**src/common/soc_cfg_pkg.sv**
```systemverilog
////////////////////////////////////////////////////////////////////////////
// Machine word, SPI byte and byte-lane widths with their vector types,
// shared by the loader, the RAM banks and a later core.
////////////////////////////////////////////////////////////////////////////

package soc_cfg_pkg;

    // Data word width of the system.
    localparam int XLEN = 32;

    // RAM words and byte addresses.
    typedef logic [XLEN-1:0] xlen_t;

    // One byte as it travels over SPI.
    typedef logic [7:0] byte_t;

    // One enable per byte lane of a word.
    typedef logic [XLEN/8-1:0] byte_en_t;

endpackage

```
**src/common/loader_pkg.sv**
```systemverilog
////////////////////////////////////////////////////////////////////////////
// Host command codes, loader FSM states and the RAM bank write bundle.
////////////////////////////////////////////////////////////////////////////

package loader_pkg;

    // Command bytes sent by the host while dc_i is low.
    typedef enum logic [7:0] {
        CMD_CPU_RUN = 8'h01,
        CMD_CPU_RST = 8'h02,
        CMD_IRAM_WR = 8'h03,
        CMD_IRAM_RD = 8'h04,
        CMD_DRAM_WR = 8'h05,
        CMD_DRAM_RD = 8'h06
    } host_cmd_e;

    typedef enum logic [2:0] {
        ST_IDLE,
        ST_IRAM_WR,
        ST_IRAM_RD,
        ST_DRAM_WR,
        ST_DRAM_RD
    } loader_state_e;

    // One byte write into a bank; data carries the byte on every lane.
    typedef struct packed {
        logic                  en;
        soc_cfg_pkg::xlen_t    addr;
        soc_cfg_pkg::byte_en_t byte_en;
        soc_cfg_pkg::xlen_t    data;
    } ram_wr_t;

endpackage

```
**src/ram_rw/ram_rw.sv**
```systemverilog
////////////////////////////////////////////////////////////////////////////
// Loader controller: decodes host commands, steps the byte address,
// drives bank writes and merges bank read words into reply bytes.
////////////////////////////////////////////////////////////////////////////

`timescale 1ns/1ns

module ram_rw #(
    parameter int RAM_AW = 6
) (
    input  logic                 clk_i,
    input  logic                 arst_n_i,

    input  logic                 dc_i,

    input  logic                 spi_byte_vld_i,
    input  soc_cfg_pkg::byte_t   spi_byte_data_i,

    input  soc_cfg_pkg::xlen_t   iram_rd_data_i,
    input  soc_cfg_pkg::xlen_t   dram_rd_data_i,

    output logic                 cpu_rst_n_o,

    output logic                 spi_byte_rdy_o,
    output soc_cfg_pkg::byte_t   spi_byte_data_o,

    output loader_pkg::ram_wr_t  iram_wr_o,
    output loader_pkg::ram_wr_t  dram_wr_o,
    output soc_cfg_pkg::xlen_t   ram_rd_addr_o
);

loader_pkg::loader_state_e state_q;
loader_pkg::host_cmd_e     cmd;

logic [1:0]        dc_sync_q;
logic [RAM_AW+1:0] addr_q;                                 // Byte address, wraps at bank size.

logic cmd_vld, dat_vld, wr_fire, rd_start, rd_state;
logic rd_pend1_q, rd_pend2_q;

logic                  iram_wr_en_q;
logic                  dram_wr_en_q;
soc_cfg_pkg::xlen_t    wr_addr_q;
soc_cfg_pkg::byte_en_t wr_be_q;
soc_cfg_pkg::xlen_t    wr_data_q;
soc_cfg_pkg::xlen_t    rd_word;

assign cmd      = loader_pkg::host_cmd_e'(spi_byte_data_i);
assign cmd_vld  = spi_byte_vld_i & ~dc_sync_q[1];
assign dat_vld  = spi_byte_vld_i &  dc_sync_q[1];
assign rd_state = (state_q == loader_pkg::ST_IRAM_RD) | (state_q == loader_pkg::ST_DRAM_RD);
assign wr_fire  = dat_vld & ((state_q == loader_pkg::ST_IRAM_WR) |
                             (state_q == loader_pkg::ST_DRAM_WR));
assign rd_start = (cmd_vld & ((cmd == loader_pkg::CMD_IRAM_RD) |
                              (cmd == loader_pkg::CMD_DRAM_RD))) |
                  (dat_vld & rd_state);

always_ff @(posedge clk_i or negedge arst_n_i) begin
    if (!arst_n_i) begin
        dc_sync_q      <= '0;
        state_q        <= loader_pkg::ST_IDLE;
        cpu_rst_n_o    <= 1'b0;
        addr_q         <= '0;
        iram_wr_en_q   <= 1'b0;
        dram_wr_en_q   <= 1'b0;
        rd_pend1_q     <= 1'b0;
        rd_pend2_q     <= 1'b0;
        spi_byte_rdy_o <= 1'b0;
        ram_rd_addr_o  <= '0;
    end else begin
        dc_sync_q      <= {dc_sync_q[0], dc_i};
        iram_wr_en_q   <= wr_fire & (state_q == loader_pkg::ST_IRAM_WR);
        dram_wr_en_q   <= wr_fire & (state_q == loader_pkg::ST_DRAM_WR);
        rd_pend1_q     <= rd_start;
        rd_pend2_q     <= rd_pend1_q;                      // Bank word is valid with this one.
        spi_byte_rdy_o <= rd_pend2_q;
        if (rd_pend2_q) begin
            addr_q <= addr_q + 1'b1;
        end
        if (rd_start) begin
            ram_rd_addr_o <= cmd_vld ? '0 : soc_cfg_pkg::xlen_t'(addr_q);
        end
        if (cmd_vld) begin
            addr_q <= '0;
            case (cmd)
                loader_pkg::CMD_CPU_RUN: begin
                    state_q     <= loader_pkg::ST_IDLE;
                    cpu_rst_n_o <= 1'b1;
                end
                loader_pkg::CMD_CPU_RST: begin
                    state_q     <= loader_pkg::ST_IDLE;
                    cpu_rst_n_o <= 1'b0;
                end
                loader_pkg::CMD_IRAM_WR: begin
                    state_q     <= loader_pkg::ST_IRAM_WR;
                    cpu_rst_n_o <= 1'b0;
                end
                loader_pkg::CMD_IRAM_RD: begin
                    state_q     <= loader_pkg::ST_IRAM_RD;
                    cpu_rst_n_o <= 1'b0;
                end
                loader_pkg::CMD_DRAM_WR: begin
                    state_q     <= loader_pkg::ST_DRAM_WR;
                    cpu_rst_n_o <= 1'b0;
                end
                loader_pkg::CMD_DRAM_RD: begin
                    state_q     <= loader_pkg::ST_DRAM_RD;
                    cpu_rst_n_o <= 1'b0;
                end
                default: state_q <= loader_pkg::ST_IDLE;   // Unknown code keeps the core as is.
            endcase
        end else if (wr_fire) begin
            addr_q <= addr_q + 1'b1;
        end
    end
end

always_ff @(posedge clk_i) begin
    if (wr_fire) begin
        wr_addr_q <= soc_cfg_pkg::xlen_t'(addr_q);
        wr_be_q   <= soc_cfg_pkg::byte_en_t'(4'b0001 << addr_q[1:0]);
        wr_data_q <= {4{spi_byte_data_i}};
    end
end

always_comb begin
    iram_wr_o = '{en: iram_wr_en_q, addr: wr_addr_q, byte_en: wr_be_q, data: wr_data_q};
    dram_wr_o = '{en: dram_wr_en_q, addr: wr_addr_q, byte_en: wr_be_q, data: wr_data_q};
end

// Word of the bank being read, then its lane from the address sent two cycles back.
assign rd_word = (state_q == loader_pkg::ST_DRAM_RD) ? dram_rd_data_i : iram_rd_data_i;

always_ff @(posedge clk_i) begin
    if (rd_pend2_q) begin
        spi_byte_data_o <= rd_word[{ram_rd_addr_o[1:0], 3'b000} +: 8];
    end
end

a_wr_exclusive: assert property (@(posedge clk_i) disable iff (!arst_n_i)
    !(iram_wr_o.en && dram_wr_o.en));

a_rdy_in_read: assert property (@(posedge clk_i) disable iff (!arst_n_i)
    spi_byte_rdy_o |-> rd_state);

endmodule

```
**src/spi_slave/spi_slave.sv**
```systemverilog
////////////////////////////////////////////////////////////////////////////
// SPI mode-0 byte slave, MSB first, oversampled on clk_i.
// Receives bytes from MOSI and returns the loaded reply byte on MISO.
////////////////////////////////////////////////////////////////////////////

`timescale 1ns/1ns

module spi_slave (
    input  logic                clk_i,
    input  logic                arst_n_i,

    input  logic                spi_sclk_i,
    input  logic                spi_mosi_i,
    input  logic                spi_cs_n_i,

    input  logic                spi_byte_rdy_i,
    input  soc_cfg_pkg::byte_t  spi_byte_data_i,

    output logic                spi_miso_o,

    output logic                spi_byte_vld_o,
    output soc_cfg_pkg::byte_t  spi_byte_data_o
);

logic [1:0] sclk_sync_q;
logic [1:0] mosi_sync_q;
logic [1:0] cs_n_sync_q;
logic       sclk_d_q;

logic       sclk_rise;
logic       sclk_fall;
logic       cs_n_s;

logic [2:0]         bit_cnt_q;
soc_cfg_pkg::byte_t rx_q;
soc_cfg_pkg::byte_t tx_q;
soc_cfg_pkg::byte_t tx_next_q;

assign cs_n_s    = cs_n_sync_q[1];
assign sclk_rise =  sclk_sync_q[1] & ~sclk_d_q & ~cs_n_s;
assign sclk_fall = ~sclk_sync_q[1] &  sclk_d_q & ~cs_n_s;

always_ff @(posedge clk_i or negedge arst_n_i) begin
    if (!arst_n_i) begin
        sclk_sync_q <= '0;
        mosi_sync_q <= '0;
        cs_n_sync_q <= '1;                                 // Deselected until the pins say otherwise.
        sclk_d_q    <= 1'b0;
    end else begin
        sclk_sync_q <= {sclk_sync_q[0], spi_sclk_i};
        mosi_sync_q <= {mosi_sync_q[0], spi_mosi_i};
        cs_n_sync_q <= {cs_n_sync_q[0], spi_cs_n_i};
        sclk_d_q    <= sclk_sync_q[1];
    end
end

always_ff @(posedge clk_i or negedge arst_n_i) begin
    if (!arst_n_i) begin
        bit_cnt_q      <= '0;
        spi_byte_vld_o <= 1'b0;
    end else begin
        spi_byte_vld_o <= sclk_rise & (bit_cnt_q == 3'd7); // Eighth bit just came in.
        if (cs_n_s) begin
            bit_cnt_q <= '0;
        end else if (sclk_rise) begin
            bit_cnt_q <= bit_cnt_q + 3'd1;
        end
    end
end

always_ff @(posedge clk_i) begin
    if (sclk_rise) begin
        rx_q <= {rx_q[6:0], mosi_sync_q[1]};
    end
end

assign spi_byte_data_o = rx_q;

// The falling edge that closes a byte moves the pending reply into the shifter.
always_ff @(posedge clk_i or negedge arst_n_i) begin
    if (!arst_n_i) begin
        tx_q      <= '0;
        tx_next_q <= '0;
    end else begin
        if (spi_byte_rdy_i) begin
            tx_next_q <= spi_byte_data_i;
        end else if (sclk_fall && bit_cnt_q == 3'd0) begin
            tx_next_q <= '0;                               // Nothing new means 0x00 next time.
        end
        if (sclk_fall) begin
            tx_q <= (bit_cnt_q == 3'd0) ? tx_next_q : {tx_q[6:0], 1'b0};
        end
    end
end

assign spi_miso_o = tx_q[7];

a_vld_single: assert property (@(posedge clk_i) disable iff (!arst_n_i)
    spi_byte_vld_o |=> !spi_byte_vld_o);

endmodule

```
**src/verilog/hxdsoc_loader.sv**
```systemverilog
////////////////////////////////////////////////////////////////////////////
// Host loader top: SPI slave, loader controller, instruction and data
// RAM banks, with read ports and reset left open for a core.
////////////////////////////////////////////////////////////////////////////

`timescale 1ns/1ns

module hxdsoc_loader #(
    parameter int RAM_AW = 6
) (
    input  logic               clk_i,
    input  logic               arst_n_i,

    input  logic               dc_i,

    input  logic               spi_sclk_i,
    input  logic               spi_mosi_i,
    input  logic               spi_cs_n_i,

    input  soc_cfg_pkg::xlen_t iram_rd_addr_i,
    input  soc_cfg_pkg::xlen_t dram_rd_addr_i,

    output logic               spi_miso_o,
    output logic               cpu_rst_n_o,

    output soc_cfg_pkg::xlen_t iram_rd_data_o,
    output soc_cfg_pkg::xlen_t dram_rd_data_o
);

logic               spi_byte_vld;
logic               spi_byte_rdy;
soc_cfg_pkg::byte_t spi_rx_byte;
soc_cfg_pkg::byte_t spi_tx_byte;

loader_pkg::ram_wr_t iram_wr;
loader_pkg::ram_wr_t dram_wr;

soc_cfg_pkg::xlen_t ram_rd_addr;
soc_cfg_pkg::xlen_t iram_rd_data_b;
soc_cfg_pkg::xlen_t dram_rd_data_b;

spi_slave spi_slave0 (
    .clk_i           (clk_i),
    .arst_n_i        (arst_n_i),
    .spi_sclk_i      (spi_sclk_i),
    .spi_mosi_i      (spi_mosi_i),
    .spi_cs_n_i      (spi_cs_n_i),
    .spi_byte_rdy_i  (spi_byte_rdy),
    .spi_byte_data_i (spi_tx_byte),
    .spi_miso_o      (spi_miso_o),
    .spi_byte_vld_o  (spi_byte_vld),
    .spi_byte_data_o (spi_rx_byte)
);

ram_rw #(
    .RAM_AW (RAM_AW)
) ram_rw0 (
    .clk_i           (clk_i),
    .arst_n_i        (arst_n_i),
    .dc_i            (dc_i),
    .spi_byte_vld_i  (spi_byte_vld),
    .spi_byte_data_i (spi_rx_byte),
    .iram_rd_data_i  (iram_rd_data_b),
    .dram_rd_data_i  (dram_rd_data_b),
    .cpu_rst_n_o     (cpu_rst_n_o),
    .spi_byte_rdy_o  (spi_byte_rdy),
    .spi_byte_data_o (spi_tx_byte),
    .iram_wr_o       (iram_wr),
    .dram_wr_o       (dram_wr),
    .ram_rd_addr_o   (ram_rd_addr)
);

ram_bank #(
    .RAM_AW (RAM_AW)
) iram0 (
    .clk_i       (clk_i),
    .arst_n_i    (arst_n_i),
    .wr_i        (iram_wr),
    .rd_addr_a_i (iram_rd_addr_i),
    .rd_addr_b_i (ram_rd_addr),
    .rd_data_a_o (iram_rd_data_o),
    .rd_data_b_o (iram_rd_data_b)
);

ram_bank #(
    .RAM_AW (RAM_AW)
) dram0 (
    .clk_i       (clk_i),
    .arst_n_i    (arst_n_i),
    .wr_i        (dram_wr),
    .rd_addr_a_i (dram_rd_addr_i),
    .rd_addr_b_i (ram_rd_addr),
    .rd_data_a_o (dram_rd_data_o),
    .rd_data_b_o (dram_rd_data_b)
);

endmodule

```
**src/verilog/ram_bank.sv**
```systemverilog
////////////////////////////////////////////////////////////////////////////
// Word RAM with byte-lane writes and two registered read ports.
////////////////////////////////////////////////////////////////////////////

`timescale 1ns/1ns

module ram_bank #(
    parameter int RAM_AW = 6
) (
    input  logic                clk_i,
    input  logic                arst_n_i,

    input  loader_pkg::ram_wr_t wr_i,

    input  soc_cfg_pkg::xlen_t  rd_addr_a_i,
    input  soc_cfg_pkg::xlen_t  rd_addr_b_i,

    output soc_cfg_pkg::xlen_t  rd_data_a_o,
    output soc_cfg_pkg::xlen_t  rd_data_b_o
);

localparam int DEPTH = 2 ** RAM_AW;

soc_cfg_pkg::xlen_t mem [DEPTH];

logic [RAM_AW-1:0] wr_idx;
logic [RAM_AW-1:0] rd_idx_a;
logic [RAM_AW-1:0] rd_idx_b;

// Byte address bits above the lane select pick the word.
assign wr_idx   = wr_i.addr[RAM_AW+1:2];
assign rd_idx_a = rd_addr_a_i[RAM_AW+1:2];
assign rd_idx_b = rd_addr_b_i[RAM_AW+1:2];

always_ff @(posedge clk_i) begin
    if (wr_i.en) begin
        for (int i = 0; i < 4; i++) begin
            if (wr_i.byte_en[i]) begin
                mem[wr_idx][i*8 +: 8] <= wr_i.data[i*8 +: 8];
            end
        end
    end
end

always_ff @(posedge clk_i or negedge arst_n_i) begin
    if (!arst_n_i) begin
        rd_data_a_o <= '0;
        rd_data_b_o <= '0;
    end else begin
        rd_data_a_o <= mem[rd_idx_a];                      // Core port.
        rd_data_b_o <= mem[rd_idx_b];                      // Loader port.
    end
end

endmodule
```
**config.mk**
```make
export PLATFORM = sky130hd
export DESIGN_NAME = hxdsoc_loader
export DESIGN_NICKNAME = d
export VERILOG_FILES = /design/src/common/soc_cfg_pkg.sv /design/src/common/loader_pkg.sv /design/src/ram_rw/ram_rw.sv /design/src/spi_slave/spi_slave.sv /design/src/verilog/hxdsoc_loader.sv /design/src/verilog/ram_bank.sv
export SDC_FILE = /design/constraint.sdc
export NUM_CORES = 2
export LEC_CHECK = 0
export BUFFER_PORTS_ARGS = -buffer_cell sky130_fd_sc_hd__buf_4
export CAP_MARGIN = 20
export CORE_ASPECT_RATIO = 1.1
export CORE_UTILIZATION = 45
export CTS_CLUSTER_DIAMETER = 30
export DETAILED_ROUTE_END_ITERATION = 8
export PLACE_DENSITY = 0.72
export SLEW_MARGIN = 40
export SYNTH_ARGS = -nofsm -noshare
export SYNTH_HDL_FRONTEND = slang
export SYNTH_SLANG_ARGS = --single-unit
```
**constraint.sdc**
```tcl
create_clock -name clk_i -period 10.26 [get_ports clk_i]
set_clock_uncertainty 0.2 [all_clocks]
set_input_delay 1.026 -clock clk_i [delete_from_list [all_inputs] [get_ports clk_i]]
set_output_delay 1.026 -clock clk_i [all_outputs]
set_load 0.01 [all_outputs]
```
## Word level (Yosys, flattened, before mapping)

Memory sizes are Yosys's and may differ from the RTL's. A register that Yosys moved wholly into a read port is not among the register bits.
Index checks and enable logic that the tools add are counted.
Widths: inputs -> output; s select.

- Bits of input ports: 70
- Word-level logic and storage cells: 104
- Register bits: 114
- Memories kept: 2
- RAM bits: 4096
- Output and inout port bits: 66

- Eq/ne operators: 11
- Add/sub/neg operators: 2
- Shifts and indexed selects: 2
- Reductions and logical operators: 12
- Bitwise logic cells: 20
- Multiplexer cells: 32

Memory list:

| name | words | bits a word | rd ports | clocked after Yosys merged registers in | wr ports | line | source |
|---|---|---|---|---|---|---|---|
| dram0.mem | 64 | 32 | 2 | 2 | 1 | ram_bank.sv:24 | `soc_cfg_pkg::xlen_t mem [DEPTH];` |
| iram0.mem | 64 | 32 | 2 | 2 | 1 | ram_bank.sv:24 |  |

Operators by type and width:

| operator | count |
|---|---|
| $mux 8 | 7 |
| $mux 32 | 1 |
| $shiftx 32x6->8 | 1 |
| $eq 8x3->1 const B | 3 |
| $mux 1 | 20 |
| $eq 8x2->1 const B | 2 |
| $and 1x1->1 | 12 |
| $pmux 3 s4 | 1 |
| $add 8x1->8 const B | 1 |
| $eq 8x1->1 const B | 1 |
| $eq 3x2->1 const B | 2 |
| $eq 3x3->1 const B | 2 |
| $mux 3 | 2 |
| $reduce_bool 2->1 | 3 |
| $reduce_or 5->1 | 1 |
| $logic_not 1->1 | 4 |
| $not 1->1 | 4 |
| $or 1x1->1 | 4 |
| $shl 1x2->4 const A | 1 |
| $add 3x1->3 const B | 1 |
| $eq 3x1->1 const B | 1 |
| $logic_not 3->1 | 1 |
| $reduce_bool 3->1 | 1 |
| $pmux 1 s2 | 1 |
| other kinds (2) | 2 |

## Logic depth before layout (Yosys ltp)

- Word-level depth: 6
- Gate-level depth with buffers: 10
- Mapped depth without buffers: 6

## Modules after synthesis

From an unflattened synthesis, not the netlist that was laid out.

- Cell total of the unflattened synthesis: 9812
- Area, all modules: 199442.5 um^2

By module, submodules not included:

| module | times used | area each (um^2) | sequential area each (um^2) | cells each |
|---|---|---|---|---|
| ram_bank | 2 | 97218.2 | 63100.5 | 4704 |
| ram_rw | 1 | 3702.3 | 1516.5 | 317 |
| spi_slave | 1 | 1303.8 | 918.4 | 87 |

## Worst setup path after synthesis

No wires, ideal clock.

- Path kind: register -> register
- Start: register ram_rw0.wr_data_q[24] (netlist name)
- End: memory dram0.mem[0][0] (netlist name) (data pin)
- Setup time: 1.435 ns
- Period minus slack after synthesis: 7.793 ns
- Path buffers: 0
- Cell stages (with the launch flop): 1
- Arrival: 6.158 ns
- Path slack: 2.467 ns
- Required time: 8.625 ns
- Path through: edfxtp_1

RTL lines:

| item | line |
|---|---|
| end, declared | ram_bank.sv:24 |

==> results.toml <==
[floorplanning]
start_util_pct = 45.2
coreArea_um2 = 432000
ios = 136
fp.dieArea_um2 = 437000
die_y_um = 693
row_count = 253
dieWidth_um = 630

[sta]
fin_crit_ps = 4910
fmax_ghz = 0.203
post-route-period-util_pct = 47.9
rsz0062_at_grt = "false"
hold_violations = 0
relSlewSlack_pct = 30.9
maxSlewViolCount = 0
tightest_slew_ps = 1040
setup_viol = 0
finalSetupTns_ps = 0
fin_ws_ps = 5350

[placement]
numPlacedInstances = 15400
dpl_cell_area_um2 = 204000
port_buffers = 83
dp_slack_ps = 5140
dp_hpwl_um = 410000
place.gp.congestion = 0.943

[power_and_ir_drop]
p_int_w = 0.0359
switching_share_pct = 22.5
power_density_nw_per_um2 = 200
switching_power_w = 0.0104
p_leak_nw = 71.3
combPwrFrac_pct = 3.2
seq_power_share_pct = 41.3
power_frac_clock_pct = 55.5
max-vdd-ir-drop_uv = 194
finalPower_w = 0.0463

[setup_path]
cp-start-kind = "flip-flop"
crit_top_cell = "buf_4"
critPathTopFamily = "buffers and inverters"
crit_path_top_delay_cell = "buf_4"
cp_max_fo = 50
endpoint_kind = "flip-flop"
cpPeakStageDelay_ps = 780
critPathArrivalTime_ps = 5660
path_class = "reg2reg"
worstPathRequired_ps = 11000
cp_num_buf_inv = 3
path_cells = "buf_4 > buf_4 > buf_4 > mux4_2 > o221ai_1 > a21oi_1 > o22a_1"

[clocking]
cts_max_level = 6
cts_tree = "built"
numCtsBuffers = 766
cts-root-buf = "clkbuf_16"
clkTransAtPathRegs_ps = 60
worstSkewPairLatency_ps = 1120
cts_buffer_depth = 4
cts_resized = 0
clkSinkCount = 4312

[detailed_routing]
wl_per_cell_um = 39.6
vias = 119000
finalWirelength_um = 670000
antenna_left = 0
viasPerCell = 7.05
drt_first_iter_violations = 19800
drc = 0
first_pass_iters = 8

[layout]
nets = 10600
area_growth_pct = 18.3
fill_cells = 32100
layout.cells.non_filler = 16900
layout-drive-gt1-share_pct = 39.1
fin_area_um2 = 231000

[logic_synthesis]
synth_top_area_share_pct = 63.5
ys_dominant_reg_cell = "edfxtp_1"
synth_seq_cells = 4312
synth_edf_count = 4130
yosysTopAreaCell = "edfxtp_1"
avgSynthCellArea_um2 = 19.3
yosysUniqueCellTypes = 71
syn_area_um2 = 195000
synth_area_leaders = "edfxtp_1, mux4_2, dfrtp_1"
yosysSeqAreaShare_pct = 65.8
synth_fp_nets = 10200
ys_async_sr_fraction_pct = 4.22
ys.warnings.count = 0
netlist_instances = 10100

[outcome]
status = "finished clean"

[global_routing]
grt_pass1_vias = 121000
grt_pass1_wl_um = 928000
grt_max_degree = 193
antenna_found_initial = 33
grt.overflow.total = 0
grt.total_usage_pct = 30.2

[min_path]
hp-class = "reg2reg"

[flow_run]
max_cap_viol_count = 0
-- timing repair --
item	CTS	global route
endpoints found under the hold margin	66	0
hold buffers	5	0
setup buffers	0	0
-- state kept, by name, summed over array words and instances, names as in the netlist, 3 cells and up --
signal                      count
iram0.rd_data_a_o              32
spi_slave0.spi_byte_data_o      8
dram0.rd_data_b_o              32
dram0.rd_data_a_o              32
iram0.rd_data_b_o              32
dram0.mem                    2048
ram_rw0.addr_q                  8
spi_slave0.tx_q                 8
spi_slave0.bit_cnt_q            3
spi_slave0.tx_next_q            8
ram_rw0.ram_rd_addr_o           8
ram_rw0.state_q                 3
ram_rw0.wr_addr_q               6
ram_rw0.wr_be_q                 4
iram0.mem                    2048
ram_rw0.wr_data_q               8
ram_rw0.spi_byte_data_o         8
-- worst paths after layout --
path | slack [ps] | start | cells past startpoint | endpoint
max in group asynchronous | 8100 | arst_n_i | 3 | ram_rw0.ram_rd_addr_o[6]$_DFFE_PN0P_
min | 140 | ram_rw0.rd_pend1_q$_DFF_PN0_ | 0 | ram_rw0.rd_pend2_q$_DFF_PN0_
min reg2reg | 140 | ram_rw0.rd_pend1_q$_DFF_PN0_ | 0 | ram_rw0.rd_pend2_q$_DFF_PN0_
min in group asynchronous | 350 | arst_n_i | 2 | iram0.rd_data_a_o[15]$_DFF_PN0_
max reg2reg | 5350 | ram_rw0.ram_rd_addr_o[4]$_DFFE_PN0P_ | 7 | iram0.rd_data_b_o[12]$_DFF_PN0_
max | 5350 | ram_rw0.ram_rd_addr_o[4]$_DFFE_PN0P_ | 7 | iram0.rd_data_b_o[12]$_DFF_PN0_
-- layout by cell type (no fill, tap or decap), types with 48 or more instances in the layout --
cell,count
edfxtp_1,4130
buf_6,48
nand3_1,64
nor2b_1,58
clkbuf_16,774
dfrtp_1,174
inv_6,85
buf_4,309
a22oi_1,104
clkinv_2,104
o21ai_0,102
mux4_2,1940
clkinv_1,77
clkinvlp_4,96
nor3_1,71
nand2_1,278
clkinv_4,78
nor2_1,171
mux2i_1,301
nor2_2,484
a21oi_1,172
mux2_2,49
clkbuf_1,84
nor4_1,49
o221ai_1,108
bufinv_16,86
o22ai_1,461
o22a_1,76
-- layer usage --
metal	track usage, %	routed length [um]	vias to the layer above
li1	-	-	44600
met1	36.5	211000	61800
met2	43.8	295000	10600
met3	11.8	104000	2323
met4	22.7	60100	30
met5	0	464	-
-- power by group through the flow --
| stage | logic [W] | clock network [W] | registers, W |
|---|---|---|---|
| floorplan | 0.000846 | 0 | 0.0194 |
| global placement | 0.00140 | 0 | 0.0195 |
| detailed placement | 0.00142 | 0 | 0.0195 |
| CTS | 0.00144 | 0.0257 | 0.0191 |
| global route | 0.00150 | 0.0264 | 0.0191 |
| finish | 0.00148 | 0.0257 | 0.0191 |
-- worst reg2reg max path, cell delays in order (launching register included) --
cell	delay (ps)
dfrtp_4	760
buf_4	690
buf_4	660
buf_4	800
mux4_2	390
o221ai_1	110
a21oi_1	570
o22a_1	590
-- cell type report --
| cell class | instances | area [um^2] | area share (%) |
|---|---|---|---|
| diodes | 18 | 45.0 | 0.0195 |
| clock buffers | 871 | 19900 | 8.59 |
| clock inverters | 571 | 6410 | 2.77 |
| inverters | 9 | 37.5 | 0.0162 |
| multi-input cells | 4983 | 64900 | 28.0 |
| flip-flops and latches | 4312 | 129000 | 55.6 |
| well taps | 5737 | 7180 | 3.10 |
| repair buffers | 432 | 4270 | 1.85 |
-- Yosys cell counts, types with 6 or more instances --
cell	number
a211o_1	10
a211oi_1	45
a21oi_1	172
a221oi_1	46
a221oi_2	10
a22o_1	25
a22oi_1	104
a311oi_1	24
a31oi_1	39
and2_1	9
and3_1	12
buf_1	76
buf_12	9
buf_2	250
buf_4	96
buf_6	33
buf_8	8
clkbuf_1	338
dfrtp_1	180
edfxtp_1	4130
inv_1	8
mux2_2	49
mux2i_1	302
mux4_1	14
mux4_2	1940
nand2_1	332
nand2b_1	25
nand3_1	66
nand4_1	8
nor2_1	657
nor2b_1	67
nor3_1	76
nor3b_1	8
nor4_1	91
o211a_1	6
o21a_1	15
o21ai_0	108
o221ai_1	108
o22a_1	76
o22ai_1	461
or2_2	8
-- stage by stage --
step           hold slack, ps  util, %
2_1_floorplan             131        -
3_3_place_gp              132     46.8
3_5_place_dp              135     47.2
4_1_cts                   146     53.3
5_1_grt                   148     53.5
6_report                  142     53.5
-- cell families after synthesis --
group / count (synthesis) / synth area share (%)
AOI/OAI and AO/OA: 1280 / 4.49
xor gates and xnor gates: 8 / 0.0359
adders and majority gates: 4 / 0.0256
buffers and inverters: 821 / 2.17
DFF: 4312 / 65.8
muxes: 2305 / 24.4
and+or+nand+nor: 1386 / 3.11
Note: power is estimated with default switching activity, not from simulation.
